===== config.mk =====
export PLATFORM = sky130hd
export DESIGN_NAME = board_glue_top
export DESIGN_NICKNAME = d
export VERILOG_FILES = /design/src/hw/board_pkg.sv /design/src/hw/regbus_pkg.sv /design/src/hw/spi_host_if.sv /design/src/hw/reg_bus_if.sv /design/src/hw/rtc_tick_gen.sv /design/src/hw/fan_pwm.sv /design/src/hw/sd_spi_pads.sv /design/src/hw/reg_err_slave.sv /design/src/hw/board_glue_top.sv
export SDC_FILE = /design/constraint.sdc
export NUM_CORES = 1
export LEC_CHECK = 0
export ABC_CLOCK_PERIOD_IN_PS = 1950
export BUFFER_PORTS_ARGS = -buffer_cell sky130_fd_sc_hd__buf_2
export CAP_MARGIN = 20
export CELL_PAD_IN_SITES_DETAIL_PLACEMENT = 1
export CELL_PAD_IN_SITES_GLOBAL_PLACEMENT = 2
export CORE_MARGIN = 4
export CORE_UTILIZATION = 17
export DETAILED_ROUTE_END_ITERATION = 10
export PLACE_DENSITY = 0.79
export REMOVE_ABC_BUFFERS = 1
export SLEW_MARGIN = 40
export SYNTH_ARGS = -nofsm -noshare
export SYNTH_HDL_FRONTEND = slang
export SYNTH_SLANG_ARGS = --single-unit

===== constraint.sdc =====
create_clock -name soc_clk -period 1.95 [get_ports soc_clk]
set_clock_uncertainty 0.15 [all_clocks]
set_input_delay 0 -clock soc_clk [delete_from_list [all_inputs] [get_ports soc_clk]]
set_output_delay 0 -clock soc_clk [all_outputs]
set_load 0.02 [all_outputs]

===== src/hw/board_pkg.sv =====
package board_pkg;

  ////////////////////
  // widths
  ////////////////////

  // fan switch setting, also the pwm step count
  typedef logic [3:0] fan_level_t;

  // spi host chip selects
  typedef logic [1:0] spi_cs_t;

  // spi host data lines, quad capable
  typedef logic [3:0] spi_sd_t;

  ////////////////////
  // defaults
  ////////////////////

  // soc_clk cycles per rtc period, 50 MHz down to 1 MHz
  localparam int unsigned RtcDivDefault = 50;
  // soc_clk cycles per pwm step
  localparam int unsigned FanStepCyclesDefault = 4;
  // steps per pwm period, one per fan setting
  localparam int unsigned FanSteps = 16;

endpackage


===== src/hw/regbus_pkg.sv =====
package regbus_pkg;

  ////////////////////
  // bus types
  ////////////////////

  // byte address on the register bus
  typedef logic [31:0] reg_addr_t;

  // one register word
  typedef logic [31:0] reg_data_t;

  ////////////////////
  // error response
  ////////////////////

  // read value on an unmapped access
  // easy to spot in a memory dump
  localparam reg_data_t RegErrValue = 32'hBADC_AB1E;

endpackage


===== src/hw/spi_host_if.sv =====
`timescale 1ns/1ps

// soc spi host pins as seen from the board
interface spi_host_if;

  // serial clock and its output enable
  logic                 sck;
  logic                 sck_en;
  // chip selects, active low, with enables
  board_pkg::spi_cs_t   csb;
  board_pkg::spi_cs_t   csb_en;
  // data lines out, enables, and back in
  board_pkg::spi_sd_t   sd_out;
  board_pkg::spi_sd_t   sd_en;
  board_pkg::spi_sd_t   sd_in;

  // soc side drives everything but the return data
  modport host (
    output sck, sck_en, csb, csb_en, sd_out, sd_en,
    input  sd_in
  );

  // pad side only returns the input lines
  modport pad (
    input  sck, sck_en, csb, csb_en, sd_out, sd_en,
    output sd_in
  );

endinterface


===== src/hw/reg_bus_if.sv =====
`timescale 1ns/1ps

// one register bus port, request and response
interface reg_bus_if;

  // request, one access per valid cycle
  logic                   valid;
  logic                   write;
  regbus_pkg::reg_addr_t  addr;
  regbus_pkg::reg_data_t  wdata;
  // response, one cycle after each valid cycle
  logic                   ready;
  regbus_pkg::reg_data_t  rdata;
  logic                   error;

  // requester side
  modport master (
    output valid, write, addr, wdata,
    input  ready, rdata, error
  );

  // responder side, no back-pressure
  modport slave (
    input  valid, write, addr, wdata,
    output ready, rdata, error
  );

endinterface


===== src/hw/rtc_tick_gen.sv =====
`timescale 1ns/1ps

module rtc_tick_gen #(
  // soc_clk cycles per rtc period, must be even
  parameter int unsigned RtcDiv = board_pkg::RtcDivDefault
) (
  input  logic soc_clk,
  input  logic rst_n,
  output logic rtc_o
);

  // half period, one level phase
  localparam int unsigned Half = RtcDiv / 2;
  localparam int unsigned CntW = (Half > 1) ? $clog2(Half) : 1;
  localparam logic [CntW-1:0] CntLast = CntW'(Half - 1);

  logic [CntW-1:0] cnt_q;
  logic            rtc_q;
  logic            wrap;

  // terminal count reached, flip the level
  assign wrap = (cnt_q == CntLast);

  always_ff @(posedge soc_clk or negedge rst_n) begin
    if (!rst_n) begin
      cnt_q <= '0;
      rtc_q <= 1'b0;
    end else if (wrap) begin
      cnt_q <= '0;
      rtc_q <= ~rtc_q;
    end else begin
      cnt_q <= cnt_q + 1'b1;
    end
  end

  assign rtc_o = rtc_q;

  // counter stays in range, level only moves on a wrap
  a_rtc_wrap : assert property (@(posedge soc_clk) disable iff (!rst_n)
    (cnt_q <= CntLast) && ((rtc_q != $past(rtc_q)) -> ($past(cnt_q) == CntLast)));

endmodule


===== src/hw/fan_pwm.sv =====
`timescale 1ns/1ps

module fan_pwm #(
  // soc_clk cycles per pwm step
  parameter int unsigned FanStepCycles = board_pkg::FanStepCyclesDefault
) (
  input  logic                  soc_clk,
  input  logic                  rst_n,
  input  board_pkg::fan_level_t fan_sw_i,
  output logic                  fan_pwm_o
);

  localparam int unsigned PreW = (FanStepCycles > 1) ? $clog2(FanStepCycles) : 1;
  localparam logic [PreW-1:0] PreLast = PreW'(FanStepCycles - 1);
  localparam board_pkg::fan_level_t StepLast = board_pkg::fan_level_t'(board_pkg::FanSteps - 1);

  logic [PreW-1:0]       pre_q;
  board_pkg::fan_level_t step_q;
  // setting held for the whole period
  board_pkg::fan_level_t level_q;
  logic                  step_adv;
  logic                  period_end;

  assign step_adv   = (pre_q == PreLast);
  assign period_end = step_adv && (step_q == StepLast);

  ////////////////////
  // prescaler and step
  ////////////////////

  always_ff @(posedge soc_clk or negedge rst_n) begin
    if (!rst_n) begin
      pre_q   <= '0;
      step_q  <= '0;
      level_q <= '0;
    end else begin
      pre_q <= step_adv ? '0 : pre_q + 1'b1;
      if (step_adv) begin
        // wraps to step 0 after the last step
        step_q <= step_q + 1'b1;
      end
      if (period_end) begin
        // new setting takes effect at the next period start
        level_q <= fan_sw_i;
      end
    end
  end

  // high steps come first in the period
  assign fan_pwm_o = (step_q < level_q);

  // a zero setting keeps the fan off from the period start
  a_fan_off : assert property (@(posedge soc_clk) disable iff (!rst_n)
    period_end |=> (fan_pwm_o == ($past(fan_sw_i) != '0)));

endmodule


===== src/hw/sd_spi_pads.sv =====
`timescale 1ns/1ps

// sd card in spi mode on the soc spi host
module sd_spi_pads (
  input  logic           soc_clk,
  input  logic           rst_n,
  spi_host_if.pad        spi,
  output logic           sd_sclk_o,
  output logic           sd_cmd_o,
  output logic           sd_dat3_o,
  input  logic           sd_dat0_i
);

  logic sclk_q;
  logic cmd_q;
  logic dat3_q;
  logic dat0_q;

  ////////////////////
  // pad flops
  ////////////////////

  // disabled lines sit at the idle level, high
  always_ff @(posedge soc_clk or negedge rst_n) begin
    if (!rst_n) begin
      sclk_q <= 1'b1;
      cmd_q  <= 1'b1;
      dat3_q <= 1'b1;
      dat0_q <= 1'b0;
    end else begin
      // sck -> sd clk
      sclk_q <= spi.sck_en    ? spi.sck       : 1'b1;
      // cs0 -> dat3
      dat3_q <= spi.csb_en[0] ? spi.csb[0]    : 1'b1;
      // mosi -> cmd
      cmd_q  <= spi.sd_en[0]  ? spi.sd_out[0] : 1'b1;
      // miso from dat0
      dat0_q <= sd_dat0_i;
    end
  end

  assign sd_sclk_o = sclk_q;
  assign sd_cmd_o  = cmd_q;
  assign sd_dat3_o = dat3_q;

  // host reads miso on bit 1, rest low
  assign spi.sd_in = {2'b00, dat0_q, 1'b0};

  // cmd idles high once the host lets go of the line
  a_cmd_idle : assert property (@(posedge soc_clk) disable iff (!rst_n)
    !spi.sd_en[0] |=> sd_cmd_o);

endmodule


===== src/hw/reg_err_slave.sv =====
`timescale 1ns/1ps

// answers any register access with an error
module reg_err_slave (
  input  logic      soc_clk,
  input  logic      rst_n,
  reg_bus_if.slave  bus
);

  logic                  ready_q;
  logic                  error_q;
  regbus_pkg::reg_data_t rdata_q;

  ////////////////////
  // response
  ////////////////////

  always_ff @(posedge soc_clk or negedge rst_n) begin
    if (!rst_n) begin
      ready_q <= 1'b0;
      error_q <= 1'b0;
      rdata_q <= '0;
    end else if (bus.valid) begin
      ready_q <= 1'b1;
      error_q <= 1'b1;
      // reads see the marker, writes get zero
      rdata_q <= bus.write ? '0 : regbus_pkg::RegErrValue;
    end else begin
      ready_q <= 1'b0;
      error_q <= 1'b0;
    end
  end

  assign bus.ready = ready_q;
  assign bus.error = error_q;
  assign bus.rdata = rdata_q;

  // one response per valid cycle, exactly one cycle later
  a_ready_lag : assert property (@(posedge soc_clk) disable iff (!rst_n)
    bus.ready == $past(bus.valid));

  // requester must present a clean request
  a_req_known : assert property (@(posedge soc_clk) disable iff (!rst_n)
    bus.valid |-> !$isunknown({bus.write, bus.addr, bus.wdata}));

endmodule


===== src/hw/board_glue_top.sv =====
`timescale 1ns/1ps

module board_glue_top #(
  parameter int unsigned RtcDiv        = board_pkg::RtcDivDefault,
  parameter int unsigned FanStepCycles = board_pkg::FanStepCyclesDefault
) (
  input  logic                  soc_clk,
  input  logic                  rst_n,
  // fan
  input  board_pkg::fan_level_t fan_sw_i,
  output logic                  fan_pwm_o,
  // rtc level to the soc
  output logic                  rtc_o,
  // soc spi host
  input  logic                  spi_sck_i,
  input  logic                  spi_sck_en_i,
  input  board_pkg::spi_cs_t    spi_csb_i,
  input  board_pkg::spi_cs_t    spi_csb_en_i,
  input  board_pkg::spi_sd_t    spi_sd_i,
  input  board_pkg::spi_sd_t    spi_sd_en_i,
  output board_pkg::spi_sd_t    spi_sd_in_o,
  // sd card pins
  output logic                  sd_sclk_o,
  output logic                  sd_cmd_o,
  output logic                  sd_dat3_o,
  input  logic                  sd_dat0_i,
  // external register bus
  input  logic                  reg_valid_i,
  input  logic                  reg_write_i,
  input  regbus_pkg::reg_addr_t reg_addr_i,
  input  regbus_pkg::reg_data_t reg_wdata_i,
  output logic                  reg_ready_o,
  output logic                  reg_error_o,
  output regbus_pkg::reg_data_t reg_rdata_o
);

  ////////////////////
  // rtc
  ////////////////////

  rtc_tick_gen #(
    .RtcDiv (RtcDiv)
  ) i_rtc (
    .soc_clk (soc_clk),
    .rst_n   (rst_n),
    .rtc_o   (rtc_o)
  );

  ////////////////////
  // fan
  ////////////////////

  fan_pwm #(
    .FanStepCycles (FanStepCycles)
  ) i_fan (
    .soc_clk   (soc_clk),
    .rst_n     (rst_n),
    .fan_sw_i  (fan_sw_i),
    .fan_pwm_o (fan_pwm_o)
  );

  ////////////////////
  // sd over spi
  ////////////////////

  spi_host_if spi ();

  // soc host side of the bundle
  assign spi.sck    = spi_sck_i;
  assign spi.sck_en = spi_sck_en_i;
  assign spi.csb    = spi_csb_i;
  assign spi.csb_en = spi_csb_en_i;
  assign spi.sd_out = spi_sd_i;
  assign spi.sd_en  = spi_sd_en_i;
  assign spi_sd_in_o = spi.sd_in;

  sd_spi_pads i_sd_pads (
    .soc_clk   (soc_clk),
    .rst_n     (rst_n),
    .spi       (spi),
    .sd_sclk_o (sd_sclk_o),
    .sd_cmd_o  (sd_cmd_o),
    .sd_dat3_o (sd_dat3_o),
    .sd_dat0_i (sd_dat0_i)
  );

  ////////////////////
  // regbus error
  ////////////////////

  reg_bus_if rbus ();

  assign rbus.valid = reg_valid_i;
  assign rbus.write = reg_write_i;
  assign rbus.addr  = reg_addr_i;
  assign rbus.wdata = reg_wdata_i;
  assign reg_ready_o = rbus.ready;
  assign reg_error_o = rbus.error;
  assign reg_rdata_o = rbus.rdata;

  reg_err_slave i_reg_err (
    .soc_clk (soc_clk),
    .rst_n   (rst_n),
    .bus     (rbus)
  );

endmodule


# Word level (Yosys, flattened, before mapping)
# Cells that the tools add are included.
# word_totals
register_bits	53
in_bits	87
elab_cells	27
# classes
add_sub_neg	3
n_lt_le_gt_ge	1
eq_ne	3
n_mux	7
bitwise_logic	1
reduce_logical	1
# op_table
op	n
$mux 32	1
$add 5x1->5 const B	1
$eq 5x5->1 const B	1
$mux 5	1
$add 4x1->4 const B	1
$eq 4x4->1 const B	1
$lt 4x4->1	1
$mux 1	4
$add 2x1->2 const B	1
$eq 2x2->1 const B	1
$mux 2	1
$logic_and 1x1->1	1
$not 1->1	1

# Logic depth before layout (Yosys ltp)
# depth
ltp_word	2
depth_mapped	5

# Modules after synthesis
# From an unflattened synthesis, not the netlist that was laid out.
# hier_totals
cells_unflattened	111
area_unflattened_um2	1209.9
# modules_own_cells
mod	n_inst	cells_each	area_per_inst_um2
fan_pwm	1	35	462.9
reg_err_slave	1	37	307.8
rtc_tick_gen	1	27	282.8
sd_spi_pads	1	12	156.4

# Worst setup path after synthesis
# Ideal clock, no wire load.
# synth_path
kind	register to register
start	register i_fan.pre_q[0]
end	register i_fan.level_q[0]
setup_ns	0.128
arrival_ns	1.090
slack_ns	0.582
stages_incl_launch_ff	4
synth_period_minus_slack_ns	1.368
cell_sequence	dfrtp_1 ha_1 nand4_4 mux2_1
# synth_via
elab_chain_cells	2
# synth_rtl
item	line	text
start, declared	fan_pwm.sv:17	logic [PreW-1:0] pre_q;
start signal, assigned	fan_pwm.sv:37	pre_q <= step_adv ? '0 : pre_q + 1'b1;
$eq 2x2->1	fan_pwm.sv:24	assign step_adv = (pre_q == PreLast);
$logic_and 1x1->1	fan_pwm.sv:25	assign period_end = step_adv && (step_q == StepLast);
end signal, assigned	fan_pwm.sv:44	level_q <= fan_sw_i;
end, declared	fan_pwm.sv:20	board_pkg::fan_level_t level_q;
# No other way between the ends.
# A chain may end at the register's enable or synchronous reset.

# Worst setup path after layout
# layout_path
start	register i_fan.step_q[1]
end	output port fan_pwm_o
# layout_via
elab_chain_cells	1
# layout_rtl
item	line	text
start, declared	fan_pwm.sv:18	board_pkg::fan_level_t step_q;
start signal, assigned	fan_pwm.sv:40	step_q <= step_q + 1'b1;
$lt 4x4->1	fan_pwm.sv:50	assign fan_pwm_o = (step_q < level_q);
end, declared	board_glue_top.sv:11	output logic fan_pwm_o,
# No other way between the ends.

==> key figures <==
Critical path
  – Arr. time, crit path: roughly 1.6 ns
  – Worst EP required: between 1.5 and 2 ns
  – Worst-path cell chain: ha_1, a2111oi_2, or3_1, buf_2
  – RR Endpoint: i_fan.level_q[3]
  – Crit path max-delay cell type: sky130_fd_sc_hd__dfrtp_1
  – Kind of end point of the critical path: primary output
  – Sort of element at the start of the critical path: flip-flop
  – Delay of the slowest critical-path stage: between 0.4 and 0.5 ns
  – Largest fanout on the critical path: 4
  – Cells on worst reg2reg path: 3
  – Internal reg-to-reg setup slack: ~0.49 ns
  – R2R Path Start: i_fan.pre_q[0]
  – Start-to-end type of the worst setup path: reg -> out

Flow run
  – Number of violations of the max-capacitance limit: 0

Finish
  – Nets@finish: between 200 and 250
  – Finished Layout Cells: around 240
  – Layout fillers: approximately 800
  – Proportion of layout cells with a drive suffix above 1: a little over a third
  – Synthesis-to-finish area growth: 26.7%
  – Area of combinational cells with multiple inputs: just over 400 µm²
  – Number of antenna diodes: 0
  – Post-Route Utilization: between 20% and 30%
  – Flip-flop and latch area: 554 µm²

Placement
  – IO buf count: between 40 and 50
  – Number of instances in the placed design: 225
  – Final estimated routing congestion in global placement: about 0.67
  – Sum of net half-perimeters after detailed placement: approximately 1700 µm
  – Post-Place Worst Slack: 0.494 ns

Timing
  – Normalized max-slew margin: between 60% and 70%
  – Fmax: between 500 and 600 MHz
  – Total count of max-transition violations in the final report: 0
  – Final Hold Fails: 0
  – Post-layout minimum cycle time: between 1.5 and 2 ns
  – RSZ-0062 raised after global routing: no
  – Share of the cycle needed by the critical path after routing: between 80 and 90%
  – Final number of setup-violating endpoints: 0
  – Final-layout setup total negative slack: 0 ns
  – Worst Tran Pin Value: ~0.54 ns
  – Minimum setup slack in the final design: roughly 0.22 ns

Logic synthesis
  – Synthesized area per cell: 11.1 µm²
  – Seq/Total Area, Yosys: between 40 and 50%
  – Mapped cell area: between 1000 and 1500 µm²
  – Yosys warnings: 0
  – Gate Count Post-Synth: approximately 110
  – #FFs+latches synth: 22
  – Unique masters post-synth: 24

Clock tree
  – Maximum buffer depth of the clock tree: 2
  – Clock slew seen by the registers of the worst setup and hold paths: about 0.090 ns
  – Number of H-tree levels: 1
  – Clock tree root buffer cell: sky130_fd_sc_hd__clkbuf_8
  – CTS tree: yes
  – Total of cells resized after clock tree synthesis: 0
  – Sink Count: 22
  – TritonCTS Buffers: 3
  – Clk_lat worst skew: 0.27 ns

Drt
  – Post-route DRC violation count: 0
  – Detailed Route WL: approximately 2300 µm
  – Detailed-route vias per instance: 3.32
  – Post-route antenna net violation count: 0
  – Number of violations reported at the end of detailed-routing iteration 0: 2
  – Post-detailed-route wirelength per cell: 9.62 µm
  – Via count: 806
  – Drt pass-1 iters: 2

Global route
  – Largest net degree at the start of global routing: 23
  – Vias in the first global route: just over 800
  – Met2 track utilization from global routing: roughly 9%
  – Global-route wire length before repair: between 3000 and 4000 µm
  – Met3 Track Usage GR: about 2.1%
  – Number of antenna violations at the first check in global routing: 0
  – Total global routing track utilization: under 10%
  – Met1 usage: 6.63%
  – Busiest metal layer after global routing: met2
  – GRT overflow: 0

Pwr
  – Power density cells: roughly 730 nW/µm²
  – VDD IR max: between 0.15 and 0.2 mV
  – Internal power component: 0.814 mW
  – Clock share of power: between 30% and 40%
  – LEAKAGE: ~0.73 nW
  – Part of the power in registers: approximately 43%
  – Switching power share of the total: a little over a quarter
  – Logic gate share of total power: roughly 18%
  – Net load switching power: roughly 0.3 mW

Status
  – Outcome: finished, final reports clean

Floorplan
  – Total number of placement rows: 30
  – Initial core utilization: 17.7%
  – Die footprint: approximately 8500 µm²
  – Area inside the core boundary: 6830 µm²
  – Horizontal die dimension: a little over 90 µm
  – Die extent in y: a little over 90 µm
  – Num ports: between 100 and 150

Hold path
  – Class of the tightest hold or removal check: in -> async
placed cells by master, fill, tap and decap left out, types with 2 or more instances in the layout:
cell type / Yosys / layout
sky130_fd_sc_hd__buf_2: 0 / 41
sky130_fd_sc_hd__dfrtp_1: 19 / 19
sky130_fd_sc_hd__conb_1: 1 / 16
sky130_fd_sc_hd__dlygate4sd3_1: 0 / 14
sky130_fd_sc_hd__inv_1: 7 / 7
sky130_fd_sc_hd__ha_1: 7 / 7
sky130_fd_sc_hd__nor2_1: 4 / 4
sky130_fd_sc_hd__nand3_1: 4 / 4
sky130_fd_sc_hd__nand2b_1: 4 / 4
sky130_fd_sc_hd__mux2_1: 4 / 4
sky130_fd_sc_hd__nand2_1: 3 / 3
sky130_fd_sc_hd__o21ai_0: 3 / 3
sky130_fd_sc_hd__clkbuf_8: 0 / 3
sky130_fd_sc_hd__dfstp_2: 3 / 3
sky130_fd_sc_hd__xnor2_1: 2 / 2
sky130_fd_sc_hd__xor2_1: 2 / 2
layer usage:
| layer | share of wire, % | vias to the layer above |
|---|---|---|
| li1 | - | 376 |
| met1 | 42 | 381 |
| met2 | 47 | 47 |
| met3 | 9.8 | 2 |
| met4 | 1.2 | 0 |
| met5 | 0 | - |
Yosys cell counts:
cell                        number  area share [%]
sky130_fd_sc_hd__inv_1           7             2.2
sky130_fd_sc_hd__nand3b_1        1            0.62
sky130_fd_sc_hd__nor2_1          4             1.2
sky130_fd_sc_hd__nand4_4         1             1.8
sky130_fd_sc_hd__mux2i_1         1            0.83
sky130_fd_sc_hd__or3_1           1            0.52
sky130_fd_sc_hd__mux2_1          4             3.7
sky130_fd_sc_hd__dfrtp_1        19              39
sky130_fd_sc_hd__dfstp_2         3             6.5
sky130_fd_sc_hd__nor3_1          1            0.41
sky130_fd_sc_hd__buf_4          36              22
sky130_fd_sc_hd__nand2b_1        4             2.1
sky130_fd_sc_hd__o211ai_1        1            0.62
sky130_fd_sc_hd__nand4b_1        1            0.73
sky130_fd_sc_hd__xor2_1          2             1.5
sky130_fd_sc_hd__nand4_1         1            0.52
sky130_fd_sc_hd__ha_1            7             7.3
sky130_fd_sc_hd__o21ai_0         3             1.2
sky130_fd_sc_hd__conb_1          1            0.31
sky130_fd_sc_hd__xnor2_1         2             1.5
sky130_fd_sc_hd__nand2_1         3            0.93
sky130_fd_sc_hd__a2111oi_2       1             1.2
sky130_fd_sc_hd__mux2_2          1            0.93
sky130_fd_sc_hd__nand3_1         4             1.7
critical path, delay by kind of cell (launching register included):
kind / cells / cell delay (ns)
DFF: 1 / 0.42
and+or+nand+nor: 1 / 0.37
adders and majority gates: 1 / 0.31
buffers and inverters: 1 / 0.17
AOI/OAI and AO/OA: 1 / 0.06
state kept, by name, indices dropped and copies added, names as in the netlist, 2 cells and up:
name and count:
i_fan.level_q 4, i_rtc.cnt_q 5, i_fan.pre_q 2, i_fan.step_q 4
metrics by stage:
step	power, mW	hold WS, ns	area (µm²)
3_3_place_gp	0.669	-0.144	1320
5_1_grt	1.18	0.142	1530
4_1_cts	1.15	0.116	1530
6_report	1.12	0.0971	1530
3_5_place_dp	0.673	-0.124	1320
2_1_floorplan	0.598	-0.446	993
logic make-up after synthesis:
kind of cell               after synthesis  synth area share (%)
other                                    1                 0.311
xor gates and xnor gates                 4                  2.90
buffers and inverters                   43                  24.6
adders and majority gates                7                  7.25
muxes                                    6                  5.49
AOI/OAI and AO/OA                        5                  3.11
and+or+nand+nor                         21                  10.5
DFF                                     22                  45.9
power groups by stage:
stage               Clock [mW]  Sequential [mW]  Combinational, mW
finish                   0.433            0.482              0.202
global route             0.472            0.485              0.219
CTS                      0.460            0.482              0.204
detailed placement           0            0.491              0.182
global placement             0            0.489              0.180
floorplan                    0            0.551             0.0463
worst max-delay path by stage:
stage / startpoint / to / slack, ns
6_report: i_fan.step_q[1] / fan_pwm_o / 0.22
5_1_grt: i_fan.step_q[1] / fan_pwm_o / 0.12
4_1_cts: i_fan.step_q[1] / fan_pwm_o / 0.19
3_5_place_dp: i_fan.pre_q[0] / i_fan.level_q[3] / 0.49
3_3_place_gp: i_fan.step_q[1] / fan_pwm_o / 0.51
2_1_floorplan: i_reg_err.bus.rdata[29] / i_reg_err.bus.rdata[29] / -1.14
final cells by class:
cell class,count,share of cell area [%]
flip-flops and latches,22,36.2
clock inverters,1,1.96
inverters,7,1.72
multi-input cells,59,27.0
clock buffers,3,2.70
well taps,96,7.85
repair buffers,55,22.6
what timing repair did:
| item | CTS | global route |
|---|---|---|
| endpoints found under the hold margin | 32 | 0 |
| hold buffers | 14 | 0 |
| buffers inserted | 0 | 0 |
No activity file was read; power rests on OpenSTA's default activity.
